$ cat src/hdl/obstacle_pkg.sv
// obstacle subsystem shared definitions
// screen geometry, obstacle shapes, spawn generator setup, descriptor and box types
`default_nettype none

package obstacle_pkg;

   // widths
   localparam int coord_w     = 12;                 // screen coordinate width
   localparam int half_h_w    = 8;                  // half height field width
   localparam int lfsr_w      = 16;                 // generator width
   localparam int rnd_w       = 4;                  // each random offset is 0..15
   localparam int gap_w       = 6;                  // wait counter, holds up to gap_min + 30

   // screen geometry
   localparam logic signed [coord_w-1:0] d_width = 12'sd640;   // visible width
   localparam logic [coord_w-1:0]        floor_y = 12'd400;    // ground line

   // obstacle shape and motion
   localparam logic signed [coord_w-1:0] obstacle_half_w   = 12'sd12;  // same for all kinds
   localparam logic signed [coord_w-1:0] obstacle_vel      = 12'sd8;   // px left per frame
   localparam logic [half_h_w-1:0]       cactus_half_h_min = 8'd20;    // plus 0..15
   localparam logic [half_h_w-1:0]       bird_half_h       = 8'd10;    // birds never vary
   localparam logic [coord_w-1:0]        bird_y_max        = 12'd360;  // minus 4 * 0..15

   // frames between spawns is gap_min + 2 * 0..15
   localparam logic [gap_w-1:0] gap_min = 6'd24;

   // galois generator for x^16+x^14+x^13+x^11+1 in right shift form
   localparam logic [lfsr_w-1:0] lfsr_seed = 16'hace1;
   localparam logic [lfsr_w-1:0] lfsr_taps = 16'hb400;

   // spawn queue sizing
   localparam int queue_depth = 4;
   localparam int queue_ptr_w = $clog2(queue_depth);
   localparam int queue_cnt_w = queue_ptr_w + 1;    // count must reach queue_depth
   localparam logic [queue_ptr_w-1:0] queue_last = queue_ptr_w'(queue_depth - 1);
   localparam logic [queue_cnt_w-1:0] queue_full = queue_cnt_w'(queue_depth);

   // obstacle kinds
   localparam logic kind_cactus = 1'b0;
   localparam logic kind_bird   = 1'b1;

   // 21 bit request the scheduler hands to the mover
   typedef struct packed {
      logic                kind;       // 0 cactus, 1 bird
      logic [coord_w-1:0]  y_centre;   // vertical centre
      logic [half_h_w-1:0] half_h;     // half height
   } obstacle_desc_t;

   // 48 bit bounding box of the obstacle on screen
   typedef struct packed {
      logic signed [coord_w-1:0] x1;   // left
      logic signed [coord_w-1:0] x2;   // right
      logic signed [coord_w-1:0] y1;   // top
      logic signed [coord_w-1:0] y2;   // bottom
   } obstacle_box_t;

endpackage

`default_nettype wire

$ cat src/hdl/obstacle_mover.sv
// obstacle mover
// launches one queued obstacle past the right edge and slides it left each frame
`timescale 1ns/1ps
`default_nettype none

module obstacle_mover (
   input  wire logic                          i_clk,
   input  wire logic                          i_rst,
   input  wire logic                          i_ani_stb,
   input  wire logic                          i_animate,
   input  wire logic                          i_pop_valid,   // queue not empty
   input  wire obstacle_pkg::obstacle_desc_t  i_pop_desc,    // queue head
   output logic                               o_pop_ready,   // idle on a frame
   output logic                               o_active,      // obstacle on screen
   output obstacle_pkg::obstacle_box_t        o_box
);

   logic                                      frame;
   logic                                      pop_en;
   logic                                      gone;      // next step is off the left edge
   logic signed [obstacle_pkg::coord_w-1:0]   x_pos;     // horizontal centre
   logic signed [obstacle_pkg::coord_w-1:0]   x_next;
   logic signed [obstacle_pkg::coord_w-1:0]   half_h_s;  // half height as a coordinate
   obstacle_pkg::obstacle_desc_t              desc_q;    // shape of the live obstacle
   obstacle_pkg::obstacle_box_t               box;

   assign frame       = i_ani_stb & i_animate;
   assign o_pop_ready = frame & ~o_active;                // only take a new one when idle
   assign pop_en      = o_pop_ready & i_pop_valid;
   assign x_next      = x_pos - obstacle_pkg::obstacle_vel;
   assign gone        = (x_next <= -obstacle_pkg::obstacle_half_w);

   always_ff @(posedge i_clk) begin
      if (i_rst) begin
         o_active <= 1'b0;
      end else if (pop_en) begin
         o_active <= 1'b1;                                // visible one cycle after the pop
      end else if (frame && o_active && gone) begin
         o_active <= 1'b0;                                // retire at this frame
      end
   end

   always_ff @(posedge i_clk) begin
      if (pop_en) begin
         x_pos  <= obstacle_pkg::d_width + obstacle_pkg::obstacle_half_w;   // just off screen
         desc_q <= i_pop_desc;
      end else if (frame && o_active) begin
         x_pos  <= x_next;
      end
   end

   assign half_h_s = signed'(obstacle_pkg::coord_w'(desc_q.half_h));

   always_comb begin
      box.x1 = x_pos - obstacle_pkg::obstacle_half_w;
      box.x2 = x_pos + obstacle_pkg::obstacle_half_w;
      box.y1 = signed'(desc_q.y_centre) - half_h_s;
      box.y2 = signed'(desc_q.y_centre) + half_h_s;
   end

   assign o_box = o_active ? box : '0;                    // empty box while idle

   // edges stay ordered for as long as something is on screen
   a_box_order: assert property (@(posedge i_clk) disable iff (i_rst)
      o_active |-> o_box.x1 < o_box.x2)
      else $error("obstacle_mover: left edge not below right edge");

   // a pop makes the obstacle live and blocks further pops while it lasts
   a_one_live: assert property (@(posedge i_clk) disable iff (i_rst)
      pop_en |=> o_active && !pop_en)
      else $error("obstacle_mover: pop while an obstacle is active");

endmodule

`default_nettype wire

$ cat src/hdl/obstacle_top.sv
// obstacle subsystem top
// spawn scheduler feeds the queue, queue feeds the mover that reports the box
`timescale 1ns/1ps
`default_nettype none

module obstacle_top (
   input  wire logic                    i_clk,
   input  wire logic                    i_rst,
   input  wire logic                    i_ani_stb,
   input  wire logic                    i_animate,
   input  wire logic                    i_grace,
   output logic                         o_active,
   output obstacle_pkg::obstacle_box_t  o_box
);

   logic                          push_valid;   // scheduler request
   logic                          push_ready;   // queue not full
   obstacle_pkg::obstacle_desc_t  push_desc;
   logic                          pop_valid;    // queue not empty
   logic                          pop_ready;    // mover idle on a frame
   obstacle_pkg::obstacle_desc_t  pop_desc;

   spawn_scheduler u_sched (
      .i_clk        (i_clk),
      .i_rst        (i_rst),
      .i_ani_stb    (i_ani_stb),
      .i_animate    (i_animate),
      .i_grace      (i_grace),
      .i_push_ready (push_ready),
      .o_push_valid (push_valid),
      .o_push_desc  (push_desc)
   );

   spawn_queue #(
      .payload_t (obstacle_pkg::obstacle_desc_t)
   ) u_queue (
      .i_clk        (i_clk),
      .i_rst        (i_rst),
      .i_push_valid (push_valid),
      .i_push_data  (push_desc),
      .i_pop_ready  (pop_ready),
      .o_push_ready (push_ready),
      .o_pop_valid  (pop_valid),
      .o_pop_data   (pop_desc)
   );

   obstacle_mover u_mover (
      .i_clk       (i_clk),
      .i_rst       (i_rst),
      .i_ani_stb   (i_ani_stb),
      .i_animate   (i_animate),
      .i_pop_valid (pop_valid),
      .i_pop_desc  (pop_desc),
      .o_pop_ready (pop_ready),
      .o_active    (o_active),
      .o_box       (o_box)
   );

endmodule

`default_nettype wire

$ cat src/hdl/spawn_queue.sv
// spawn queue
// small circular FIFO between scheduler and mover, head is read combinationally
`timescale 1ns/1ps
`default_nettype none

module spawn_queue #(
   parameter type payload_t = obstacle_pkg::obstacle_desc_t
) (
   input  wire logic     i_clk,
   input  wire logic     i_rst,
   input  wire logic     i_push_valid,
   input  wire payload_t i_push_data,
   input  wire logic     i_pop_ready,
   output logic          o_push_ready,   // not full
   output logic          o_pop_valid,    // not empty
   output payload_t      o_pop_data      // head entry
);

   payload_t                              mem [obstacle_pkg::queue_depth];
   logic [obstacle_pkg::queue_ptr_w-1:0]  wr_ptr;
   logic [obstacle_pkg::queue_ptr_w-1:0]  rd_ptr;
   logic [obstacle_pkg::queue_cnt_w-1:0]  count;    // occupancy
   logic                                  push_en;
   logic                                  pop_en;

   assign o_push_ready = (count != obstacle_pkg::queue_full);
   assign o_pop_valid  = (count != '0);
   assign o_pop_data   = mem[rd_ptr];
   assign push_en      = i_push_valid & o_push_ready;
   assign pop_en       = i_pop_ready & o_pop_valid;

   always_ff @(posedge i_clk) begin
      if (push_en) begin
         mem[wr_ptr] <= i_push_data;
      end
   end

   always_ff @(posedge i_clk) begin
      if (i_rst) begin
         wr_ptr <= '0;
         rd_ptr <= '0;
         count  <= '0;
      end else begin
         if (push_en) begin
            wr_ptr <= (wr_ptr == obstacle_pkg::queue_last) ? '0 : wr_ptr + 1'b1;
         end
         if (pop_en) begin
            rd_ptr <= (rd_ptr == obstacle_pkg::queue_last) ? '0 : rd_ptr + 1'b1;
         end
         case ({push_en, pop_en})
            2'b10:   count <= count + 1'b1;
            2'b01:   count <= count - 1'b1;
            default: count <= count;           // both or neither
         endcase
      end
   end

   // a push offered while full is dropped and the write side does not move
   a_no_push_full: assert property (@(posedge i_clk) disable iff (i_rst)
      i_push_valid && !o_push_ready |=> $stable(wr_ptr))
      else $error("spawn_queue: write pointer moved on a push while full");

   // nothing is read out of an empty queue
   a_no_pop_empty: assert property (@(posedge i_clk) disable iff (i_rst)
      !o_pop_valid |=> $stable(rd_ptr))
      else $error("spawn_queue: read pointer moved while empty");

endmodule

`default_nettype wire

$ cat src/hdl/spawn_scheduler.sv
// spawn scheduler
// runs the obstacle generator and wait timer, pushes one descriptor per expired wait
`timescale 1ns/1ps
`default_nettype none

module spawn_scheduler (
   input  wire logic                    i_clk,
   input  wire logic                    i_rst,
   input  wire logic                    i_ani_stb,     // animation strobe
   input  wire logic                    i_animate,     // motion enable
   input  wire logic                    i_grace,       // hold the wait timer
   input  wire logic                    i_push_ready,  // queue has room
   output logic                         o_push_valid,  // one cycle after a due frame
   output obstacle_pkg::obstacle_desc_t o_push_desc
);

   logic                                 frame;        // animation frame this cycle
   logic                                 push_done;    // queue took the descriptor
   logic                                 spawn_due;    // frame seen with wait expired
   logic [obstacle_pkg::lfsr_w-1:0]      lfsr;
   logic [obstacle_pkg::lfsr_w-1:0]      lfsr_next;
   logic [obstacle_pkg::gap_w-1:0]       wait_cnt;     // frames left before next spawn
   logic [obstacle_pkg::rnd_w-1:0]       shape_off;    // height or altitude offset
   logic [obstacle_pkg::rnd_w-1:0]       gap_off;      // kept until the push lands
   obstacle_pkg::obstacle_desc_t         desc_new;     // built from the current value

   assign frame     = i_ani_stb & i_animate;
   assign push_done = o_push_valid & i_push_ready;
   // back-to-back frames must not see the stale zero right after a reload
   assign spawn_due = frame & (wait_cnt == '0) & ~push_done;

   // right shift galois step
   assign lfsr_next = (lfsr >> 1) ^ (lfsr[0] ? obstacle_pkg::lfsr_taps : '0);
   assign shape_off = lfsr[obstacle_pkg::rnd_w-1:0];

   always_comb begin
      desc_new.kind = lfsr[0];                            // low bit picks the kind
      if (lfsr[0] == obstacle_pkg::kind_bird) begin
         desc_new.half_h   = obstacle_pkg::bird_half_h;
         desc_new.y_centre = obstacle_pkg::bird_y_max
                           - obstacle_pkg::coord_w'({shape_off, 2'b00});   // 0..60 higher
      end else begin
         desc_new.half_h   = obstacle_pkg::cactus_half_h_min
                           + obstacle_pkg::half_h_w'(shape_off);           // 20..35
         desc_new.y_centre = obstacle_pkg::floor_y
                           - obstacle_pkg::coord_w'(desc_new.half_h);      // sits on floor
      end
   end

   // generator advances on every frame, grace or not
   always_ff @(posedge i_clk) begin
      if (i_rst) begin
         lfsr <= obstacle_pkg::lfsr_seed;
      end else if (frame) begin
         lfsr <= lfsr_next;
      end
   end

   always_ff @(posedge i_clk) begin
      if (i_rst) begin
         wait_cnt     <= obstacle_pkg::gap_min;            // first spawn needs a full gap
         o_push_valid <= 1'b0;
      end else begin
         o_push_valid <= spawn_due;                        // single cycle request
         if (push_done) begin
            wait_cnt <= obstacle_pkg::gap_min
                      + obstacle_pkg::gap_w'({gap_off, 1'b0});   // 24..54 frames
         end else if (frame && !i_grace && wait_cnt != '0) begin
            wait_cnt <= wait_cnt - 1'b1;                   // stops at zero
         end
         // a refused push leaves wait_cnt at zero, so the next frame retries
      end
   end

   // payload of the request, taken from the frame's generator value
   always_ff @(posedge i_clk) begin
      if (spawn_due) begin
         o_push_desc <= desc_new;
         gap_off     <= lfsr[2*obstacle_pkg::rnd_w-1:obstacle_pkg::rnd_w];   // bits 7:4
      end
   end

endmodule

`default_nettype wire

$ cat config.mk
export PLATFORM = sky130hd
export DESIGN_NAME = obstacle_top
export DESIGN_NICKNAME = d
export VERILOG_FILES = /design/src/hdl/obstacle_pkg.sv /design/src/hdl/obstacle_mover.sv /design/src/hdl/obstacle_top.sv /design/src/hdl/spawn_queue.sv /design/src/hdl/spawn_scheduler.sv
export SDC_FILE = /design/constraint.sdc
export NUM_CORES = 1
export LEC_CHECK = 0
export ABC_AREA = 1
export BUFFER_PORTS_ARGS = -buffer_cell sky130_fd_sc_hd__buf_2
export CAP_MARGIN = 20
export CORE_MARGIN = 2
export CORE_UTILIZATION = 43
export CTS_CLUSTER_DIAMETER = 50
export CTS_CLUSTER_SIZE = 8
export DETAILED_ROUTE_END_ITERATION = 8
export GPL_TIMING_DRIVEN = 0
export PLACE_DENSITY_LB_ADDON = 0.08
export SETUP_SLACK_MARGIN = 0.05
export SLEW_MARGIN = 10
export SYNTH_ARGS = -nofsm -noshare
export SYNTH_HDL_FRONTEND = slang
export SYNTH_SLANG_ARGS = --single-unit
$ cat constraint.sdc
create_clock -name i_clk -period 2.9 [get_ports i_clk]
set_input_delay 0.435 -clock i_clk [delete_from_list [all_inputs] [get_ports i_clk]]
set_output_delay 0.435 -clock i_clk [all_outputs]
set_load 0.02 [all_outputs]
==> results_dict.tcl, run 1 <==
set metrics [dict create \
    status "finished, final reports clean" \
    cts_tree "yes" \
    grt.total_usage 0.174 \
    critical_path_class "flop to output port" \
    drive_gt1_frac 0.164 \
    slowest_stage "edfxtp_1" \
    cts.sinks 122 \
    cts_root_buffer "clkbuf_16" \
    clockBufferDepth 2 \
    pin_count 54 \
    rsz0062_at_grt "true" \
    vias 4342 \
    hp-start "i_rst" \
    cp.arrival_ns 2.23 \
    crit_required_ns 2.47 \
    critPathLaunchType "flop" \
    post-dp-hpwl_mm 8.72 \
    drc 0 \
    end_kind "output port" \
    crit_path_max_fanout 9 \
    crit_chain "ha_1, buf_4, inv_1, a21oi_1, nand2_1, a21oi_1, o21bai_1, nand2_1, nand2_1, o21ai_0, buf_2" \
    fmax_mhz 375 \
    r2r-start "u_queue.count[2]$_SDFFE_PP0P_" \
    async_flop_share 0 \
    ys_warn_count 0 \
    rows 42 \
    worstSetupStartpoint "u_mover.desc_q[11]$_DFFE_PP_" \
    synth-xor-area-share 0.00746 \
    slew_headroom 0.459 \
    cp.buffers_inverters 3 \
    irDropWorstVdd_mv 0.359 \
    drt_iter0_drc 262 \
    start_util 0.442 \
    n_antenna_cell 0 \
    die_x_um 121 \
    via_per_inst 4.92 \
    postSynthAreaPerCell_um2 9.49 \
    synthToLayoutAreaGrowth_pct 18.0 \
    wl_mm 12.0 \
    synth-seq-cells 122 \
    synth_top_family_by_area "simple AND/OR/NAND/NOR gates" \
    die_y_um 121 \
    numPortBuffers 40 \
    min_path_type "input pin to flop" \
    gr-total-overflow 0 \
    wl_met3_um 418 \
    fin_crit_ns 2.66 \
    fin_skew_ns 0.00616 \
    whs_ns 0.303 \
    synthAdderAreaFrac 0.0707 \
    netlist_top_cells_count "nor2_1 (90), edfxtp_1 (82), nand2_1 (70)" \
    cpLargestDelayFamily "compound AO/OA/AOI/OAI gates" \
    core_um2 13300 \
    finalHoldViolCount 0 \
    cts-hold-fix-buffers 0 \
    gp_congestion 0.836 \
    yosysTopAreaCell "edfxtp_1" \
    cts.clk_slew.worst_paths_ns 0.05 \
    synth_edf_count 82 \
    synthSimpleGateAreaFrac 0.145 \
    finalCritPeriodShare 0.918 \
    antenna_found_initial 0 \
    ys.flop_type "edfxtp_1" \
    grt_pass1_wl_mm 19.8 \
    setup_viol_count_final 0 \
    synth.area.top_cells "edfxtp_1 (42%), dfxtp_1 (14%), ha_1 (6.4%)" \
    synth.most_common_cell "nor2_1" \
    synth_cells 619 \
    synth_compound_area_frac 0.138 \
    htreeDepth 4 \
    synth.area.mux_share 0 \
    synth.distinct_cells 37 \
    maxCapViolCount 0 \
    drtAntennaViolNets 0 \
    first_pass_iters 6 \
    slew_viol_final 0 \
    wl_met2_mm 5.69 \
    finalPower_w 0.00415 \
    crit_top_cell "nand2_1" \
    top_layer "met4" \
    clk_latency_ns 0.41 \
    max_stage_delay_ns 0.39 \
    numCtsBuffers 17 \
    tightest_slew_ns 0.810 \
    wl_per_cell_um 13.6 \
    ys_seq_area_frac 0.556 \
    syn-cell-area_um2 5870 \
    p_per_area_nw_per_um2 598 \
    grt_pass1_vias 4157 \
    final_nets 731 \
    grt_max_degree 17 \
    wl_met1_mm 5.72 \
    cts_setup_buffers 0 \
    netlist.area_leader.share 0.419 \
    leakagePower_nw 2.89 \
    setup_tns_ns 0 \
    die_area_um2 14600 \
]
[worst paths after layout]
path,end,slack [ns],cells past startpoint
worst max-delay path,o_box[8],0.24,11
worst min-delay path,u_mover.o_active$_SDFFE_PP0P_,0.30,2
worst max register to register,u_queue.count[2]$_SDFFE_PP0P_,0.44,11
worst min register to register,u_sched.lfsr[7]$_SDFFE_PP1P_,0.46,2
[area by class of cell]
cell class | count | area, µm²
buffer | 34 | 203
clock buffer | 22 | 474
clock inverter | 10 | 73.8
fill | 1247 | 6360
inverter | 74 | 284
multi-input combinational | 402 | 2190
sequential | 122 | 3260
tap | 176 | 220
timing repair buffer | 43 | 226
[stage by stage]
step | area [µm²] | instances | worst slack (ns) | util
finish | 6930 | 883 | 0.237 | 0.521
global route | 6930 | 883 | 0.00564 | 0.521
global placement | 6340 | 848 | -0.352 | 0.477
CTS | 6930 | 883 | 0.159 | 0.521
floorplan | 5920 | 632 | 0.441 | -
detailed placement | 6380 | 851 | -0.145 | 0.480
[power breakdown]
part | leakage (nW) | total [W] | switching (W) | internal [W]
sequential | 1.07 | 0.00193 | 0.0000444 | 0.00189
clock | 0.280 | 0.00192 | 0.000692 | 0.00123
combinational | 1.54 | 0.000298 | 0.000190 | 0.000109
total | 2.89 | 0.00415 | 0.000926 | 0.00322
[registers in the layout, summed over array words and instances, names as in the netlist]
signal,flops
u_queue.mem,52
u_mover.o_active,1
u_sched.gap_off,4
u_queue.wr_ptr,2
u_queue.count,3
u_sched.wait_cnt,6
u_queue.rd_ptr,2
u_sched.lfsr,16
u_sched.o_push_desc,13
u_sched.o_push_valid,1
u_mover.desc_q,13
u_mover.x_pos,9
[cells in the final DEF, fill, tap and decap left out, types with 2 or more instances in the layout]
cell type	Yosys	layout
a21oi_1	42	42
a22oi_1	2	2
a31oi_1	2	2
buf_2	3	43
buf_4	15	17
buf_6	2	3
clkbuf_1	13	15
clkbuf_16	0	17
clkbuf_8	0	3
clkinv_2	0	8
conb_1	1	14
dfxtp_1	40	40
edfxtp_1	82	82
ha_1	30	30
inv_1	68	66
inv_2	5	6
nand2_1	70	70
nand2_2	4	4
nand3_1	22	22
nand4_1	7	7
nor2_1	90	88
nor2_2	2	4
nor3_1	11	10
o211ai_1	6	6
o21ai_0	63	63
o21ai_1	3	3
o21ai_2	2	2
o22ai_1	18	18
xnor2_1	3	3
xor2_1	2	2
[routing by layer]
layer | track usage | vias up
met3 | 0.0451 | 17
li1 | - | 2244
met2 | 0.293 | 85
met1 | 0.215 | 1996
met4 | 0.0647 | 0
met5 | 0 | -
[logic make-up (layout without fill, tap and decap cells)]
group | Yosys count | count (layout)
simple gates | 207 | 207
fa+ha+maj | 32 | 32
other cells | 1 | 14
flops | 122 | 122
xor+xnor | 5 | 5
compound gates | 144 | 144
buf+inv | 108 | 183
[timing repair]
| item | in CTS | in global routing |
|---|---|---|
| gates resized for setup | 0 | 3 |
| setup endpoints to repair | 0 | 4 |
| endpoints found under the hold margin | 0 | 0 |
Note: power is estimated with default switching activity, not from simulation.
==> inputs of run 2 (changes only) <==
- CORE_ASPECT_RATIO: unset -> 0.9
- clock period: 2.9 -> 2.7 ns (I/O delays scaled with it)
==> run 2 against run 1 <==
Hold slack got worse by 0.046 ns. Die area about the same. Setup slack got worse by 0.12 ns. Total power increased by 12%. Utilization increased by 0.84 points.
==> results_dict.tcl, run 2 (same netlist as run 1, synthesis figures left out) <==
set metrics [dict create \
    status "finished, final reports clean" \
    synthToLayoutAreaGrowth_pct 20.6 \
    die_x_um 127 \
    cts_root_buffer "clkbuf_16" \
    grt_max_degree 17 \
    regMostFlops "u_queue.mem" \
    drive_gt1_frac 0.185 \
    die_y_um 115 \
    r2r_slack_ns 0.30 \
    crit_chain "fa_1, nand3_1, nand2_2, a21oi_2, o21bai_1, nand2_1, nand2_2, nor2_1, buf_4" \
    min_to "u_mover.o_active$_SDFFE_PP0P_" \
    tightest_slew_ns 0.783 \
    leakagePower_nw 2.94 \
    via_per_inst 5.12 \
    setup_tns_ns 0 \
    clockBufferDepth 2 \
    cpLargestDelayFamily "simple AND/OR/NAND/NOR gates" \
    slew_viol_final 0 \
    drc 0 \
    p_per_area_nw_per_um2 654 \
    top_regs "u_queue.mem (52), u_sched.lfsr (16)" \
    numPortBuffers 40 \
    cts-hold-fix-buffers 0 \
    critical_path_class "flop to output port" \
    gr-total-overflow 0 \
    irDropWorstVdd_mv 0.482 \
    layout_commonest_cell "nor2_1" \
    antenna_found_initial 0 \
    cp.buffers_inverters 1 \
    rr_worst_depth 11 \
    drtAntennaViolNets 0 \
    die_area_um2 14600 \
    crit_top_cell "nand2_2" \
    min_path_type "input pin to flop" \
    finalCritPeriodShare 0.958 \
    slowest_stage "fa_1" \
    first_pass_iters 5 \
    grt_pass1_wl_mm 20.1 \
    layout.cells.non_filler 881 \
    clk_latency_ns 0.41 \
    whs_path_depth 2 \
    grt_pass1_vias 4122 \
    fin_skew_ns 0.00948 \
    fin_crit_ns 2.59 \
    crit_required_ns 2.30 \
    core_um2 13400 \
    end_kind "output port" \
    maxCapViolCount 0 \
    hp-start "i_rst" \
    slew_headroom 0.478 \
    rows 40 \
    largest_register_ffs 52 \
    gp_congestion 0.818 \
    htreeDepth 4 \
    crit_path_max_fanout 4 \
    finalHoldViolCount 0 \
    numCtsBuffers 17 \
    grt.total_usage 0.177 \
    wl_mm 12.6 \
    pin_count 54 \
    fmax_mhz 387 \
    wl_per_cell_um 14.3 \
    cts.clk_slew.worst_paths_ns 0.05 \
    r2r-start "u_queue.count[2]$_SDFFE_PP0P_" \
    finalPower_w 0.00463 \
    rsz0062_at_grt "true" \
    final_nets 737 \
    r2r_end "u_queue.count[2]$_SDFFE_PP0P_" \
    setup_viol_count_final 0 \
    post-dp-hpwl_mm 8.73 \
    cts.sinks 122 \
    cp.arrival_ns 2.18 \
    cts_tree "yes" \
    layout_common_cells "nor2_1 (89), edfxtp_1 (82), nand2_1 (68)" \
    start_util 0.439 \
    vias 4510 \
    dp.cells 844 \
    critPathLaunchType "flop" \
    max_stage_delay_ns 0.47 \
    drt_iter0_drc 294 \
    n_antenna_cell 0 \
]
[run 2: per-layer routing]
| layer | wire (µm) | GRT usage | share of wire | up-vias |
|---|---|---|---|---|
| li1 | - | - | - | 2251 |
| met1 | 6030 | 0.230 | 0.48 | 2115 |
| met2 | 5760 | 0.283 | 0.46 | 124 |
| met3 | 524 | 0.0498 | 0.042 | 20 |
| met4 | 243 | 0.0689 | 0.019 | 0 |
| met5 | 0 | 0 | 0 | - |
[run 2: cell type report]
class / count / area, µm²
fill: 1223 / 6280
sequential: 122 / 3260
multi-input combinational: 402 / 2240
clock buffer: 24 / 493
inverter: 74 / 289
timing repair buffer: 49 / 282
buffer: 34 / 210
tap: 168 / 210
clock inverter: 8 / 92.6
[run 2: metrics by stage]
stage	util	hold slack [ns]	setup slack, ns	area (µm²)
final	0.530	0.258	0.114	7080
after global routing	0.530	0.251	-0.113	7080
after CTS	0.521	0.245	0.0504	6960
after detailed placement	0.477	0.444	-0.234	6370
after global placement	0.474	0.437	-0.575	6330
after floorplan	-	0.424	0.271	5920
[run 2: worst max path at each step]
stage                                       from                                    to  slack [ns]  cells after the start
CTS                 u_mover.desc_q[10]$_DFFE_PP_                             o_box[17]        0.05                     11
global placement                       i_ani_stb  u_sched.o_push_desc[0]$_SDFFCE_PP0P_       -0.58                      4
finish               u_mover.desc_q[1]$_DFFE_PP_                              o_box[6]        0.11                      9
global route        u_mover.desc_q[10]$_DFFE_PP_                             o_box[17]       -0.11                     11
floorplan                              i_ani_stb          u_sched.gap_off[0]$_DFFE_PP_        0.27                      3
detailed placement                     i_ani_stb         u_queue.count[2]$_SDFFE_PP0P_       -0.23                     12
[run 2: what timing repair did]
item                       in CTS  in global routing
setup buffers                   0                  5
gates resized for setup         0                 26
setup endpoints to repair       0                 10
[run 2: report_power, final]
| group | leakage [nW] | switching [W] | internal (W) |
|---|---|---|---|
| Sequential | 1.07 | 0.0000500 | 0.00202 |
| Combinational | 1.58 | 0.000209 | 0.000118 |
| Clock | 0.289 | 0.000777 | 0.00145 |
| Total | 2.94 | 0.00104 | 0.00359 |
==> inputs of run 3 (changes only) <==
- CORE_UTILIZATION: 43 -> 39
- SLEW_MARGIN: 10 -> unset
==> run 3 against run 2 <==
Final cell count grew 4.1%. Global-route usage is 0.24 points lower. Hold slack gained 0.017 ns. Total power fell by 1.9%. Count of clock-buffer cells in the layout decreased by 3. Combinational power hardly changed. Die area rose by 9.9%. Clock skew grew 0.0019 ns. Clock power down 4%. Design area up 1.0%. Sequential power barely moved. Largest cell class unchanged.
==> results_dict.tcl, run 3 (same netlist as run 1, synthesis figures left out) <==
set metrics [dict create \
    status "finished, final reports clean" \
    gr-total-overflow 0 \
    irDropWorstVdd_mv 0.413 \
    gp_congestion 0.827 \
    grt_max_degree 17 \
    drc 0 \
    layout_commonest_cell "nor2_1" \
    clk_latency_ns 0.41 \
    wl_per_cell_um 14.6 \
    final_nets 743 \
    antenna_found_initial 0 \
    drt_iter0_drc 254 \
    via_per_inst 4.88 \
    crit_required_ns 2.30 \
    grt.total_usage 0.174 \
    tightest_slew_ns 0.793 \
    critical_path_class "flop to output port" \
    cts-hold-fix-buffers 0 \
    cts_tree "yes" \
    drive_gt1_frac 0.188 \
    seqCellArea_um2 3260 \
    rsz0062_at_grt "true" \
    die_y_um 120 \
    setup_viol_count_final 0 \
    multi_input_area_um2 2240 \
    wl_mm 13.4 \
    postLayoutCellArea_um2 7150 \
    finalCritPeriodShare 0.960 \
    leakagePower_nw 2.96 \
    clockBufferDepth 2 \
    synthToLayoutAreaGrowth_pct 21.8 \
    top_layer "met4" \
    wl_met3_um 548 \
    min_path_type "input pin to flop" \
    n_antenna_cell 0 \
    cts_root_buffer "clkbuf_16" \
    slew_viol_final 0 \
    fillerInstances 1404 \
    dp.cells 875 \
    fin_crit_ns 2.59 \
    wl_met1_mm 6.16 \
    crit_path_max_fanout 7 \
    fin_util 0.486 \
    cp.arrival_ns 2.19 \
    grt_pass1_wl_mm 21.5 \
    whs_ns 0.275 \
    start_util 0.399 \
    p_per_area_nw_per_um2 635 \
    top_regs "u_queue.mem (52), u_sched.lfsr (16)" \
    end_kind "output port" \
    cts.clk_slew.worst_paths_ns 0.05 \
    slew_headroom 0.469 \
    maxCapViolCount 0 \
    die_area_um2 16100 \
    regMostFlops "u_queue.mem" \
    numPortBuffers 40 \
    layout.cells.non_filler 917 \
    first_pass_iters 4 \
    fin_skew_ns 0.0114 \
    wl_met2_mm 6.46 \
    layout_common_cells "nor2_1 (90), edfxtp_1 (82), nand2_1 (69)" \
    htreeDepth 4 \
    vias 4472 \
    drtAntennaViolNets 0 \
    finalPower_w 0.00454 \
    die_x_um 133 \
    pin_count 54 \
    core_um2 14700 \
    critPathLaunchType "flop" \
    largest_register_ffs 52 \
    postPlaceCellArea_um2 6430 \
    grt_pass1_vias 4223 \
    numCtsBuffers 17 \
    finalHoldViolCount 0 \
    fmax_mhz 386 \
    post-dp-hpwl_mm 9.52 \
    cts.sinks 122 \
    rows 42 \
]
==> run 3: path summary, 6_finish.rpt <==
kind                                      start                            end  slack (ns)  cells after the start
setup / recovery   u_mover.desc_q[11]$_DFFE_PP_                       o_box[8]        0.11                     11
hold / removal                            i_rst  u_mover.o_active$_SDFFE_PP0P_        0.27                      2
setup reg to reg  u_queue.count[2]$_SDFFE_PP0P_  u_queue.count[2]$_SDFFE_PP0P_        0.47                     11
hold reg to reg    u_sched.lfsr[5]$_SDFFE_PP1P_   u_sched.gap_off[1]$_DFFE_PP_        0.45                      0
==> run 3: final cells by class <==
type / instances / share of cell area
inverter: 74 / 0.0401
tap: 198 / 0.0346
sequential: 122 / 0.456
buffer: 34 / 0.0289
multi-input combinational: 402 / 0.313
timing repair buffer: 55 / 0.0481
clock buffer: 21 / 0.0644
clock inverter: 11 / 0.0143
==> run 3: repair_timing <==
action / 4_1_cts / 5_1_grt
gates resized for setup: 6 / 19
cloned: 0 / 0
setup buffers: 2 / 8
setup endpoints to repair: 6 / 9
pin swaps: 2 / 6
==> run 3: per-layer routing <==
layer	up-vias	global-route usage
met5	-	0
met1	2092	0.224
met3	18	0.0386
met4	0	0.0805
li1	2262	-
met2	100	0.282
==> run 3: stage by stage <==
step | setup slack [ns] | setup TNS [ns]
after floorplan | 0.271 | 0
after global placement | -0.569 | -10.04
after detailed placement | -0.385 | -0.468
after CTS | 0.0425 | 0
after global routing | -0.0773 | -0.275
final | 0.108 | 0
==> run 3: where the power goes <==
group          switching [W]  leakage (nW)  internal (W)
clock               0.000759         0.277       0.00138
sequential         0.0000496          1.07       0.00202
combinational       0.000207          1.61      0.000118
total                0.00102          2.96       0.00353
==> run 3: worst max-delay path, cell delays in order, from the launching register on <==
cell and delay, ns:
edfxtp_1 0.40, ha_1 0.31, buf_6 0.13, inv_2 0.05, a21oi_2 0.14, nand2_2 0.08, a21oi_2 0.14, o21bai_1 0.11
nand2_1 0.07, nand2_1 0.06, o21ai_1 0.12, buf_4 0.16
